===== src/common/core_pkg.sv =====
package core_pkg;

    // Data and address width of the core.
    parameter int xlen = 32;

    // Reorder-buffer tag width for 32 tags in flight.
    parameter int rob_id_w = 5;

    typedef logic [rob_id_w-1:0] rob_id_t;
    typedef logic [xlen-1:0] word_t;

endpackage


===== src/common/lsu_pkg.sv =====
package lsu_pkg;

    import core_pkg::*;

    // Immediate offset width of a memory operation.
    localparam int offset_w = 12;

    typedef logic [offset_w-1:0] offset_t;

    typedef enum logic {
        op_load  = 1'b0,
        op_store = 1'b1
    } mem_op_e;

    // One entry of the load/store queue.
    typedef struct packed {
        mem_op_e op;
        rob_id_t rob_id;
        rob_id_t base_tag;
        logic    base_ready;
        word_t   base;
        rob_id_t data_tag;
        logic    data_ready;
        word_t   st_data;
        offset_t offset;
    } lsq_entry_t;

    // Operation as it leaves the issue stage.
    typedef struct packed {
        mem_op_e op;
        rob_id_t rob_id;
        word_t   base;
        offset_t offset;
        word_t   st_data;
    } issued_op_t;

endpackage


===== src/common/lsu_issue_if.sv =====
`timescale 1ns/1ns

interface lsu_issue_if
    import core_pkg::*, lsu_pkg::*;
();

    logic    valid;
    mem_op_e op;
    rob_id_t rob_id;
    word_t   base;
    offset_t offset;
    word_t   st_data;

    modport src (
        output valid, op, rob_id, base, offset, st_data
    );

    modport dst (
        input valid, op, rob_id, base, offset, st_data
    );

endinterface


===== src/rtl/address_gen.sv =====
`timescale 1ns/1ns

module address_gen
    import core_pkg::*, lsu_pkg::*;
(
    input  logic     clk,
    input  logic     rst_n,

    lsu_issue_if.dst issue,

    output logic     mem_rd_valid,
    output word_t    mem_rd_addr,
    output rob_id_t  mem_rd_rob_id,

    output logic     st_wr_valid,
    output word_t    st_wr_addr,
    output word_t    st_wr_data
);

    word_t offset_ext;
    word_t addr;
    word_t addr_q;

    assign offset_ext = {{(xlen - offset_w){issue.offset[offset_w-1]}}, issue.offset};
    assign addr       = issue.base + offset_ext;

    always_ff @(posedge clk or negedge rst_n) begin
        if (!rst_n) begin
            mem_rd_valid <= 1'b0;
            st_wr_valid  <= 1'b0;
        end else begin
            mem_rd_valid <= issue.valid && (issue.op == op_load);
            st_wr_valid  <= issue.valid && (issue.op == op_store);
        end
    end

    always_ff @(posedge clk) begin
        if (issue.valid) begin
            addr_q        <= addr;
            mem_rd_rob_id <= issue.rob_id;
            st_wr_data    <= issue.st_data;
        end
    end

    // Both ports share one address register.
    assign mem_rd_addr = addr_q;
    assign st_wr_addr  = addr_q;

endmodule


===== src/rtl/load_store_issue/load_store_issue.sv =====
`timescale 1ns/1ns

module load_store_issue
    import core_pkg::*, lsu_pkg::*;
#(
    parameter int lsq_depth = 8
) (
    input  logic         clk,
    input  logic         rst_n,

    input  logic         disp_valid,
    input  mem_op_e      disp_op,
    input  rob_id_t      disp_rob_id,
    input  logic         disp_base_ready,
    input  rob_id_t      disp_base_tag,
    input  word_t        disp_base,
    input  offset_t      disp_offset,
    input  logic         disp_data_ready,
    input  rob_id_t      disp_data_tag,
    input  word_t        disp_st_data,

    input  logic         cdb_valid,
    input  rob_id_t      cdb_rob_id,
    input  word_t        cdb_data,

    input  logic         st_hold,

    lsu_issue_if.src     issue,
    output logic         lsq_full
);

    lsq_entry_t [lsq_depth-1:0] entries;
    lsq_entry_t [lsq_depth-1:0] wr_data;
    logic       [lsq_depth-1:0] entry_valid;
    logic       [lsq_depth-1:0] wr_en;
    logic       [lsq_depth-1:0] base_hit;
    logic       [lsq_depth-1:0] data_hit;
    logic       [lsq_depth-1:0] store_below;
    logic       [lsq_depth-1:0] ready;
    logic       [lsq_depth-1:0] sel_onehot;
    lsq_entry_t                 enq_entry;
    lsq_entry_t                 sel_entry;
    issued_op_t                 issue_q;
    logic                       issue_valid_q;

    // A broadcast in the dispatch cycle is captured on the way in.
    always_comb begin
        enq_entry.op         = disp_op;
        enq_entry.rob_id     = disp_rob_id;
        enq_entry.base_tag   = disp_base_tag;
        enq_entry.base_ready = disp_base_ready;
        enq_entry.base       = disp_base;
        enq_entry.data_tag   = disp_data_tag;
        enq_entry.data_ready = disp_data_ready;
        enq_entry.st_data    = disp_st_data;
        enq_entry.offset     = disp_offset;
        if (cdb_valid && !disp_base_ready && (disp_base_tag == cdb_rob_id)) begin
            enq_entry.base_ready = 1'b1;
            enq_entry.base       = cdb_data;
        end
        if (cdb_valid && !disp_data_ready && (disp_data_tag == cdb_rob_id)) begin
            enq_entry.data_ready = 1'b1;
            enq_entry.st_data    = cdb_data;
        end
    end

    // Tag match against every waiting operand.
    always_comb begin
        for (int i = 0; i < lsq_depth; i++) begin
            base_hit[i] = cdb_valid && !entries[i].base_ready
                          && (entries[i].base_tag == cdb_rob_id);
            data_hit[i] = cdb_valid && !entries[i].data_ready
                          && (entries[i].data_tag == cdb_rob_id);
            wr_en[i]    = entry_valid[i] && (base_hit[i] || data_hit[i]);
            wr_data[i]  = entries[i];
            if (base_hit[i]) begin
                wr_data[i].base_ready = 1'b1;
                wr_data[i].base       = cdb_data;
            end
            if (data_hit[i]) begin
                wr_data[i].data_ready = 1'b1;
                wr_data[i].st_data    = cdb_data;
            end
        end
    end

    // Stores leave in program order.
    always_comb begin
        store_below[0] = 1'b0;
        for (int i = 1; i < lsq_depth; i++) begin
            store_below[i] = store_below[i-1]
                             | (entry_valid[i-1] && (entries[i-1].op == op_store));
        end
    end

    always_comb begin
        for (int i = 0; i < lsq_depth; i++) begin
            ready[i] = entry_valid[i] && entries[i].base_ready
                       && ((entries[i].op == op_load)
                           || (entries[i].data_ready && !store_below[i] && !st_hold));
        end
    end

    // Lowest set bit is the oldest ready entry.
    assign sel_onehot = ready & (~ready + 1'b1);

    always_comb begin
        sel_entry = entries[0];
        for (int i = 0; i < lsq_depth; i++) begin
            if (sel_onehot[i]) begin
                sel_entry = entries[i];
            end
        end
    end

    shift_queue #(
        .lsq_depth(lsq_depth)
    ) lsq (
        .clk(clk),
        .rst_n(rst_n),
        .enq_valid(disp_valid),
        .enq_data(enq_entry),
        .deq_sel_onehot(sel_onehot),
        .wr_en(wr_en),
        .wr_data(wr_data),
        .entry_douts(entries),
        .entry_valid(entry_valid),
        .full(lsq_full)
    );

    always_ff @(posedge clk or negedge rst_n) begin
        if (!rst_n) begin
            issue_valid_q <= 1'b0;
        end else begin
            issue_valid_q <= |sel_onehot;
        end
    end

    always_ff @(posedge clk) begin
        if (|sel_onehot) begin
            issue_q.op      <= sel_entry.op;
            issue_q.rob_id  <= sel_entry.rob_id;
            issue_q.base    <= sel_entry.base;
            issue_q.offset  <= sel_entry.offset;
            issue_q.st_data <= sel_entry.st_data;
        end
    end

    assign issue.valid   = issue_valid_q;
    assign issue.op      = issue_q.op;
    assign issue.rob_id  = issue_q.rob_id;
    assign issue.base    = issue_q.base;
    assign issue.offset  = issue_q.offset;
    assign issue.st_data = issue_q.st_data;

endmodule


===== src/rtl/load_store_issue/shift_queue.sv =====
`timescale 1ns/1ns

module shift_queue
    import lsu_pkg::*;
#(
    parameter int lsq_depth = 8
) (
    input  logic                         clk,
    input  logic                         rst_n,

    input  logic                         enq_valid,
    input  lsq_entry_t                   enq_data,

    input  logic       [lsq_depth-1:0]   deq_sel_onehot,

    input  logic       [lsq_depth-1:0]   wr_en,
    input  lsq_entry_t [lsq_depth-1:0]   wr_data,

    output lsq_entry_t [lsq_depth-1:0]   entry_douts,
    output logic       [lsq_depth-1:0]   entry_valid,
    output logic                         full
);

    localparam int cnt_w = $clog2(lsq_depth + 1);

    lsq_entry_t [lsq_depth-1:0] entries_q;
    lsq_entry_t [lsq_depth-1:0] entries_d;
    lsq_entry_t [lsq_depth-1:0] upd;
    logic       [lsq_depth-1:0] shift_mask;
    logic       [cnt_w-1:0]     count_q;
    logic       [cnt_w-1:0]     enq_idx;
    logic                       deq;
    logic                       enq_ok;

    assign deq    = |deq_sel_onehot;
    assign enq_ok = enq_valid & ~full;
    assign full   = (count_q == cnt_w'(lsq_depth));

    // After a dequeue the first free slot is one lower.
    assign enq_idx = count_q - cnt_w'(deq);

    // Entries at and above the selected slot move down by one.
    always_comb begin
        shift_mask[0] = deq_sel_onehot[0];
        for (int i = 1; i < lsq_depth; i++) begin
            shift_mask[i] = shift_mask[i-1] | deq_sel_onehot[i];
        end
    end

    always_comb begin
        for (int i = 0; i < lsq_depth; i++) begin
            upd[i] = wr_en[i] ? wr_data[i] : entries_q[i];
        end

        for (int i = 0; i < lsq_depth - 1; i++) begin
            entries_d[i] = shift_mask[i] ? upd[i+1] : upd[i];
        end
        entries_d[lsq_depth-1] = upd[lsq_depth-1];

        for (int i = 0; i < lsq_depth; i++) begin
            if (enq_ok && (cnt_w'(i) == enq_idx)) begin
                entries_d[i] = enq_data;
            end
        end
    end

    always_ff @(posedge clk) begin
        entries_q <= entries_d;
    end

    always_ff @(posedge clk or negedge rst_n) begin
        if (!rst_n) begin
            count_q <= '0;
        end else begin
            count_q <= count_q + cnt_w'(enq_ok) - cnt_w'(deq);
        end
    end

    always_comb begin
        for (int i = 0; i < lsq_depth; i++) begin
            entry_valid[i] = (cnt_w'(i) < count_q);
        end
    end

    assign entry_douts = entries_q;

endmodule


===== src/rtl/lsu_top.sv =====
`timescale 1ns/1ns

module lsu_top
    import core_pkg::*, lsu_pkg::*;
#(
    parameter int lsq_depth = 8,
    parameter int stb_depth = 4
) (
    input  logic    clk,
    input  logic    rst_n,

    input  logic    disp_valid,
    input  mem_op_e disp_op,
    input  rob_id_t disp_rob_id,
    input  logic    disp_base_ready,
    input  rob_id_t disp_base_tag,
    input  word_t   disp_base,
    input  offset_t disp_offset,
    input  logic    disp_data_ready,
    input  rob_id_t disp_data_tag,
    input  word_t   disp_st_data,

    input  logic    cdb_valid,
    input  rob_id_t cdb_rob_id,
    input  word_t   cdb_data,

    input  logic    st_commit,

    output logic    lsq_full,
    output logic    mem_rd_valid,
    output word_t   mem_rd_addr,
    output rob_id_t mem_rd_rob_id,
    output logic    mem_wr_valid,
    output word_t   mem_wr_addr,
    output word_t   mem_wr_data
);

    logic  st_hold;
    logic  st_wr_valid;
    word_t st_wr_addr;
    word_t st_wr_data;

    lsu_issue_if issue_bus ();

    load_store_issue #(
        .lsq_depth(lsq_depth)
    ) u_issue (
        .clk(clk),
        .rst_n(rst_n),
        .disp_valid(disp_valid),
        .disp_op(disp_op),
        .disp_rob_id(disp_rob_id),
        .disp_base_ready(disp_base_ready),
        .disp_base_tag(disp_base_tag),
        .disp_base(disp_base),
        .disp_offset(disp_offset),
        .disp_data_ready(disp_data_ready),
        .disp_data_tag(disp_data_tag),
        .disp_st_data(disp_st_data),
        .cdb_valid(cdb_valid),
        .cdb_rob_id(cdb_rob_id),
        .cdb_data(cdb_data),
        .st_hold(st_hold),
        .issue(issue_bus.src),
        .lsq_full(lsq_full)
    );

    address_gen u_agen (
        .clk(clk),
        .rst_n(rst_n),
        .issue(issue_bus.dst),
        .mem_rd_valid(mem_rd_valid),
        .mem_rd_addr(mem_rd_addr),
        .mem_rd_rob_id(mem_rd_rob_id),
        .st_wr_valid(st_wr_valid),
        .st_wr_addr(st_wr_addr),
        .st_wr_data(st_wr_data)
    );

    store_buffer #(
        .stb_depth(stb_depth)
    ) u_stb (
        .clk(clk),
        .rst_n(rst_n),
        .st_wr_valid(st_wr_valid),
        .st_wr_addr(st_wr_addr),
        .st_wr_data(st_wr_data),
        .st_commit(st_commit),
        .mem_wr_valid(mem_wr_valid),
        .mem_wr_addr(mem_wr_addr),
        .mem_wr_data(mem_wr_data),
        .st_hold(st_hold)
    );

endmodule


===== src/rtl/store_buffer.sv =====
`timescale 1ns/1ns

module store_buffer
    import core_pkg::*;
#(
    parameter int stb_depth = 4
) (
    input  logic  clk,
    input  logic  rst_n,

    input  logic  st_wr_valid,
    input  word_t st_wr_addr,
    input  word_t st_wr_data,

    input  logic  st_commit,

    output logic  mem_wr_valid,
    output word_t mem_wr_addr,
    output word_t mem_wr_data,

    output logic  st_hold
);

    localparam int ptr_w = (stb_depth > 1) ? $clog2(stb_depth) : 1;
    localparam int cnt_w = $clog2(stb_depth + 1);

    word_t            addr_mem [stb_depth];
    word_t            data_mem [stb_depth];
    logic [ptr_w-1:0] head_q;
    logic [ptr_w-1:0] tail_q;
    logic [cnt_w-1:0] count_q;

    function automatic logic [ptr_w-1:0] next_ptr(input logic [ptr_w-1:0] p);
        return (p == ptr_w'(stb_depth - 1)) ? '0 : p + 1'b1;
    endfunction

    always_ff @(posedge clk) begin
        if (st_wr_valid) begin
            addr_mem[tail_q] <= st_wr_addr;
            data_mem[tail_q] <= st_wr_data;
        end
    end

    always_ff @(posedge clk or negedge rst_n) begin
        if (!rst_n) begin
            head_q       <= '0;
            tail_q       <= '0;
            count_q      <= '0;
            mem_wr_valid <= 1'b0;
        end else begin
            if (st_wr_valid) begin
                tail_q <= next_ptr(tail_q);
            end
            if (st_commit) begin
                head_q <= next_ptr(head_q);
            end
            count_q      <= count_q + cnt_w'(st_wr_valid) - cnt_w'(st_commit);
            mem_wr_valid <= st_commit;
        end
    end

    always_ff @(posedge clk) begin
        if (st_commit) begin
            mem_wr_addr <= addr_mem[head_q];
            mem_wr_data <= data_mem[head_q];
        end
    end

    // Two stores can still be in flight behind a new selection.
    assign st_hold = (count_q >= cnt_w'(stb_depth - 2));

endmodule


===== config.mk =====
export PLATFORM = sky130hd
export DESIGN_NAME = lsu_top
export DESIGN_NICKNAME = d
export VERILOG_FILES = /design/src/common/core_pkg.sv /design/src/common/lsu_pkg.sv /design/src/common/lsu_issue_if.sv /design/src/rtl/address_gen.sv /design/src/rtl/load_store_issue/load_store_issue.sv /design/src/rtl/load_store_issue/shift_queue.sv /design/src/rtl/lsu_top.sv /design/src/rtl/store_buffer.sv
export SDC_FILE = /design/constraint.sdc
export NUM_CORES = 2
export LEC_CHECK = 0
export BUFFER_PORTS_ARGS = -buffer_cell sky130_fd_sc_hd__buf_2
export CAP_MARGIN = 10
export CORE_MARGIN = 3
export CORE_UTILIZATION = 50
export CTS_CLUSTER_DIAMETER = 30
export DETAILED_ROUTE_END_ITERATION = 10
export PLACE_DENSITY_LB_ADDON = 0.15
export SYNTH_ARGS = -nofsm -noshare
export SYNTH_HDL_FRONTEND = slang
export SYNTH_SLANG_ARGS = --single-unit

===== constraint.sdc =====
create_clock -name clk -period 20.7 [get_ports clk]
set_input_delay 4.14 -clock clk [delete_from_list [all_inputs] [get_ports clk]]
set_output_delay 4.14 -clock clk [all_outputs]
set_load 0.02 [all_outputs]

After elaboration in Yosys (flattened, before gate mapping)
Memory sizes are Yosys's and may differ from the RTL's. A register that Yosys moved wholly into a read port is not among the register bits.
Index checks and enable logic that the tools add are counted.
{"block": "totals", "register_bits": 918, "ram_bits": 256, "elab_cells": 355, "n_memories": 2}
{"memory": "u_stb.addr_mem", "depth": 4, "width": 32, "rd": 1, "rd_ports_with_merged_regs": 1, "wr": 1, "line": "store_buffer.sv:27", "rtl": "word_t addr_mem [stb_depth];"}
{"memory": "u_stb.data_mem", "depth": 4, "width": 32, "rd": 1, "rd_ports_with_merged_regs": 1, "wr": 1, "line": "store_buffer.sv:28", "rtl": "word_t data_mem [stb_depth];"}
{"block": "op_classes", "add_sub_neg": 9, "order_cmp": 9, "n_eq_ne": 28, "n_mux": 52, "n_bitwise": 25, "n_reduce_logical": 142}
{"operator": "$mux 94", "count": 22}
{"operator": "$mux 83", "count": 8}
{"operator": "$mux 33", "count": 18}
{"operator": "$logic_and 1x1->1", "count": 92}
{"operator": "$eq 5x5->1", "count": 18}
{"operator": "$add 32x32->32", "count": 1}
{"operator": "$logic_not 1->1", "count": 26}
{"operator": "$eq 3x4->1 const A", "count": 4}
{"operator": "$logic_or 1x1->1", "count": 16}
{"operator": "$lt 3x4->1 const A", "count": 4}
{"operator": "$or 1x1->1", "count": 12}
{"operator": "$not 1->1", "count": 10}
{"operator": "$reduce_bool 3->1", "count": 3}
{"operator": "$add 8x1->8 const B", "count": 1}
{"operator": "$and 8x8->8", "count": 1}
{"operator": "$eq 2x4->1 const A", "count": 2}
{"operator": "$lt 1x4->1 const A", "count": 2}
{"operator": "$lt 2x4->1 const A", "count": 2}
{"operator": "$not 8->8", "count": 1}
{"operator": "$reduce_or 8->1", "count": 1}
{"operator": "$sub 4x1->4", "count": 2}
{"operator": "$add 2x1->2 const B", "count": 2}
{"operator": "$add 4x1->4", "count": 1}
{"operator": "$eq 1x4->1 const A", "count": 1}
{"operator": "11 further kinds", "count": 15}

Longest topological paths before layout
{"block": "logic_depth", "ltp_word": 24, "mapped_depth": 23, "mapped_depth_nobuf": 17}

By module
Synthesis repeated with hierarchy kept, for this count alone.
{"block": "hier_totals", "hier_cells": 6074, "area_unflattened_um2": 71342.2}
{"module": "shift_queue", "instances": 1, "cells_per_inst": 3510, "area_each_um2": 39542.9}
{"module": "load_store_issue", "instances": 1, "cells_per_inst": 1748, "area_each_um2": 15786.4}
{"module": "store_buffer", "instances": 1, "cells_per_inst": 436, "area_each_um2": 11592.4}
{"module": "address_gen", "instances": 1, "cells_per_inst": 380, "area_each_um2": 4420.5}

Worst setup path after synthesis
Ideal clock, no wire load.
{"block": "synth_path", "path_type": "input-to-reg", "startpoint": "in cdb_rob_id[1]", "endpoint": "reg u_issue.lsq.entries_q (netlist bit u_issue.lsq.entry_douts[50]) (enable)", "arrival_time_ns": 7.598, "setup_slack_ns": 12.629, "stages": 6, "n_path_buf": 2, "path_cell_list": "buf_2 buf_2 xor2_1 nor4_1 nand3_1 o31ai_1"}
{"block": "synth_between", "elab_chain_cells": 6}
{"element": "start: declaration", "line": "lsu_top.sv:24", "rtl": "input rob_id_t cdb_rob_id,"}
{"element": "$eq 5x5->1, on equally long branches", "line": "load_store_issue.sv:71, load_store_issue.sv:73"}
{"element": "$logic_and 1x1->1, on equally long branches", "line": "load_store_issue.sv:71, load_store_issue.sv:73"}
{"element": "$logic_or 1x1->1", "line": "load_store_issue.sv:74", "rtl": "wr_en[i] = entry_valid[i] && (base_hit[i] || data_hit[i]);"}
{"element": "$logic_and 1x1->1", "line": "load_store_issue.sv:74"}
{"element": "$reduce_bool 3->1 (no line)"}
{"element": "$reduce_and 2->1 (no line) *"}
{"element": "end signal: assignment", "line": "shift_queue.sv:68", "rtl": "entries_q <= entries_d;"}
{"element": "end: declaration", "line": "shift_queue.sv:26", "rtl": "lsq_entry_t [lsq_depth-1:0] entries_q;"}
Every way passes the cells marked *; elsewhere a longest branch is shown, timed or not.
A chain may end at the register's enable or synchronous reset.

==> results.yml <==
critical_path:
  cp_common_cell: "a21oi_1"
  endpoint_kind: "flop"
  required_ps: 21390
  path_buf_inv: 2
  critPathLaunchType: "input port"
  crit_type: "in -> reg"
  critPathMaxFanout: 19
  cp_cell_sequence: "buf_2 > xnor2_1 > nand2_1 > or3_1 > nor4_1 > a21o_1 > a21oi_1 > nor2_2 > buf_4 > a21oi_1"
  path_delay_family: "simple AND/OR/NAND/NOR gates"
  cpMaxStageDelayCell: "nor2_2"
  arrival_ps: 8470
  slowest_delay_ps: 860
clock_network:
  cts_root_buf: "clkbuf_16"
  post_cts_resized: 0
  clockBufferDepth: 4
  cts_tree: "yes"
  path_clk_slew_ps: 60
  cts_setup_buffers: 0
  cts_hold_buffers: 0
  cts_made_buffers: 292
  clk-insertion-delay-late_ps: 910
  clock-sinks: 1238
  cts.htree.levels: 5
grt:
  grt_first_pass_wirelength_mm: 308
  grt_overflow_total: 0
  grt_max_degree: 94
  grt_pass1_vias: 47100
  track_usage_pct: 34.1
  grt_antenna_before_repair: 37
outcome:
  status: "finished with violations"
  violations: "DRC"
sta:
  setup_viol: 0
  relSlewSlack_pct: 15.1
  worst_pin_slew_ps: 1270
  timing.final.max_slew_violations: 0
  min_period_ps: 7780
  setup_tns_ps: 0
  fin_crit_sh_pct: 37.6
  fmaxAchievable_mhz: 129
  rsz0062_at_grt: "false"
  skew_ps: 92.4
  hold_violations: 0
yosys:
  synth-edff-count: 761
  syn_area_um2: 57500
  yosys_most_used_dff: "edfxtp_1"
  ys_seq_area_share_pct: 56.5
  avgSynthCellArea_um2: 10.9
  synth_cell_types: 80
  synth_fp_nets: 5452
  synth_cells: 5263
  ys_seq_elements: 1238
  yosys_warnings: 0
  async_flop_share_pct: 1.21
floorplanning:
  std_cell_rows: 123
  die_y_um: 345
  floorplan.initialDensity_pct: 50.8
  io_pins: 240
  die-area_um2: 119000
  core-area_um2: 113000
  die_w_um: 345
drt:
  wl_mm: 211
  ant_nets: 0
  vias_per_cell: 6.83
  wl_per_cell_um: 29.6
  drc_errors: 2
  first_pass_iters: 11
  drtIter0Drc: 7855
  route.vias.total: 48700
placed_design:
  gp_congestion: 0.908
  numPortBuffers: 239
  dp_hpwl_mm: 125
  placed_cells: 6604
  dpl-instance-area_um2: 59800
flow_run:
  cap_violations: 0
cells_and_area:
  nFillCells: 9060
  syn_to_final_growth_pct: 20.8
  post-route-cell-area_um2: 69500
  drive_gt1_share_pct: 18.9
  instances_no_fill: 7131
  fin_nets: 5587
worst_hold_path:
  min_path_type: "reg -> reg"
## cells by family after synthesis
kind of cell / synth area share (%)
AOI/OAI and AO/OA: 22.4
buffers and inverters: 4.41
adders and majority gates: 1.19
and+or+nand+nor: 9.61
DFF: 56.5
xor gates and xnor gates: 1.86
muxes: 4.08
## final timing paths
| check | slack (ps) | end | cells after the start | from |
|---|---|---|---|---|
| worst max register to register | 13090 | u_issue.lsq.entry_douts[544] | 16 | u_issue.lsq.count_q[2] |
| worst max-delay path | 12920 | u_issue.lsq.entry_douts[451] | 10 | cdb_rob_id[4] |
| max in group asynchronous | 17030 | u_stb.head_q[0] | 1 | rst_n |
| worst min register to register | 370 | u_agen.st_wr_data[6] | 0 | u_issue.issue.st_data[6] |
| min in group asynchronous | 3260 | u_stb.mem_wr_valid | 1 | rst_n |
| worst min-delay path | 370 | u_agen.st_wr_data[6] | 0 | u_issue.issue.st_data[6] |
## routing by layer
metal	track usage [%]	vias up	wire length (um)
li1	-	20700	-
met1	45.1	23600	80900
met2	50.0	3672	90600
met3	11.8	784	29100
met4	16.8	20	10600
met5	0	-	133
## cells in the mapped netlist, drive strengths merged (68+ instances only)
cell type	number	area, um2
o22a	94	823
a22oi	112	841
o21ai	277	1390
edfxtp	761	22900
nand3	106	531
clkbuf	391	1490
a31oi	106	663
a211oi	68	816
o22ai	344	2150
o211ai	107	803
a221o	169	1690
mux2i	86	861
a222oi	102	1020
a21oi	171	860
inv	102	383
dfxtp	462	9250
nor2	383	1440
buf	128	633
nand2	682	2560
## flip-flops by register name, summed over array words and instances, names as in the netlist
signal                   count
u_issue.issue.base          32
u_stb.count_q                3
u_stb.data_mem             128
u_issue.issue.rob_id         5
u_stb.mem_wr_addr           32
u_issue.issue.st_data       32
u_stb.mem_wr_valid           1
u_agen.st_wr_data           32
u_issue.issue.offset        12
u_agen.st_wr_valid           1
u_agen.mem_rd_valid          1
u_issue.lsq.entry_douts    752
u_agen.mem_rd_rob_id         5
u_stb.addr_mem             128
u_issue.lsq.count_q          4
u_stb.tail_q                 2
u_agen.mem_rd_addr          32
u_stb.head_q                 2
u_stb.mem_wr_data           32
u_issue.issue.valid          1
u_issue.issue.op             1
## worst reg2reg max path: cells and delay by family (launching register included)
kind            cells  cell delay [ps]
simple gates        7             2830
fa+ha+maj           3             1310
buf+inv             3             1590
compound gates      3             1360
flops               1              430
## stage by stage
stage               util [%]  hold slack (ps)  worst slack [ps]
floorplan                  -              396             12630
global placement        52.8              401             12280
detailed placement      52.8              405             12220
CTS                     61.3              368             13080
global route            61.3              372             12760
finish                  61.3              367             12920
## cells in the final DEF (no fill, tap or decap), types with 61 or more instances in the layout
| cell | Yosys | routed |
|---|---|---|
| mux2i_1 | 86 | 83 |
| nor2_1 | 383 | 365 |
| o22ai_1 | 344 | 344 |
| o211ai_1 | 107 | 107 |
| a22oi_1 | 112 | 112 |
| xor2_1 | 61 | 61 |
| a211oi_2 | 61 | 61 |
| mux4_2 | 64 | 64 |
| edfxtp_1 | 761 | 761 |
| a222oi_1 | 102 | 102 |
| buf_2 | 56 | 238 |
| a31oi_1 | 106 | 104 |
| buf_4 | 2 | 122 |
| a221o_1 | 169 | 169 |
| o21ai_0 | 270 | 270 |
| nand3_1 | 106 | 100 |
| nand2_1 | 680 | 672 |
| o22a_1 | 94 | 94 |
| clkbuf_16 | 0 | 297 |
| xnor2_1 | 61 | 61 |
| inv_1 | 101 | 100 |
| dfxtp_1 | 462 | 462 |
| a21oi_1 | 170 | 169 |
## area by class of cell
| cell class | count | area (um2) | share of cell area, % |
|---|---|---|---|
| sequential | 1238 | 32500 | 46.8 |
| multi-input combinational | 3394 | 22900 | 32.9 |
| clock buffer | 359 | 7880 | 11.3 |
| timing repair buffer | 360 | 2110 | 3.03 |
| tap | 1500 | 1880 | 2.70 |
| clock inverter | 154 | 1810 | 2.60 |
| inverter | 112 | 420 | 0.605 |
| antenna | 14 | 35.0 | 0.0504 |
Power is left out: the tool's default activity adds up to more than one toggle a clock period on the data nets, which glitch-free logic cannot reach.
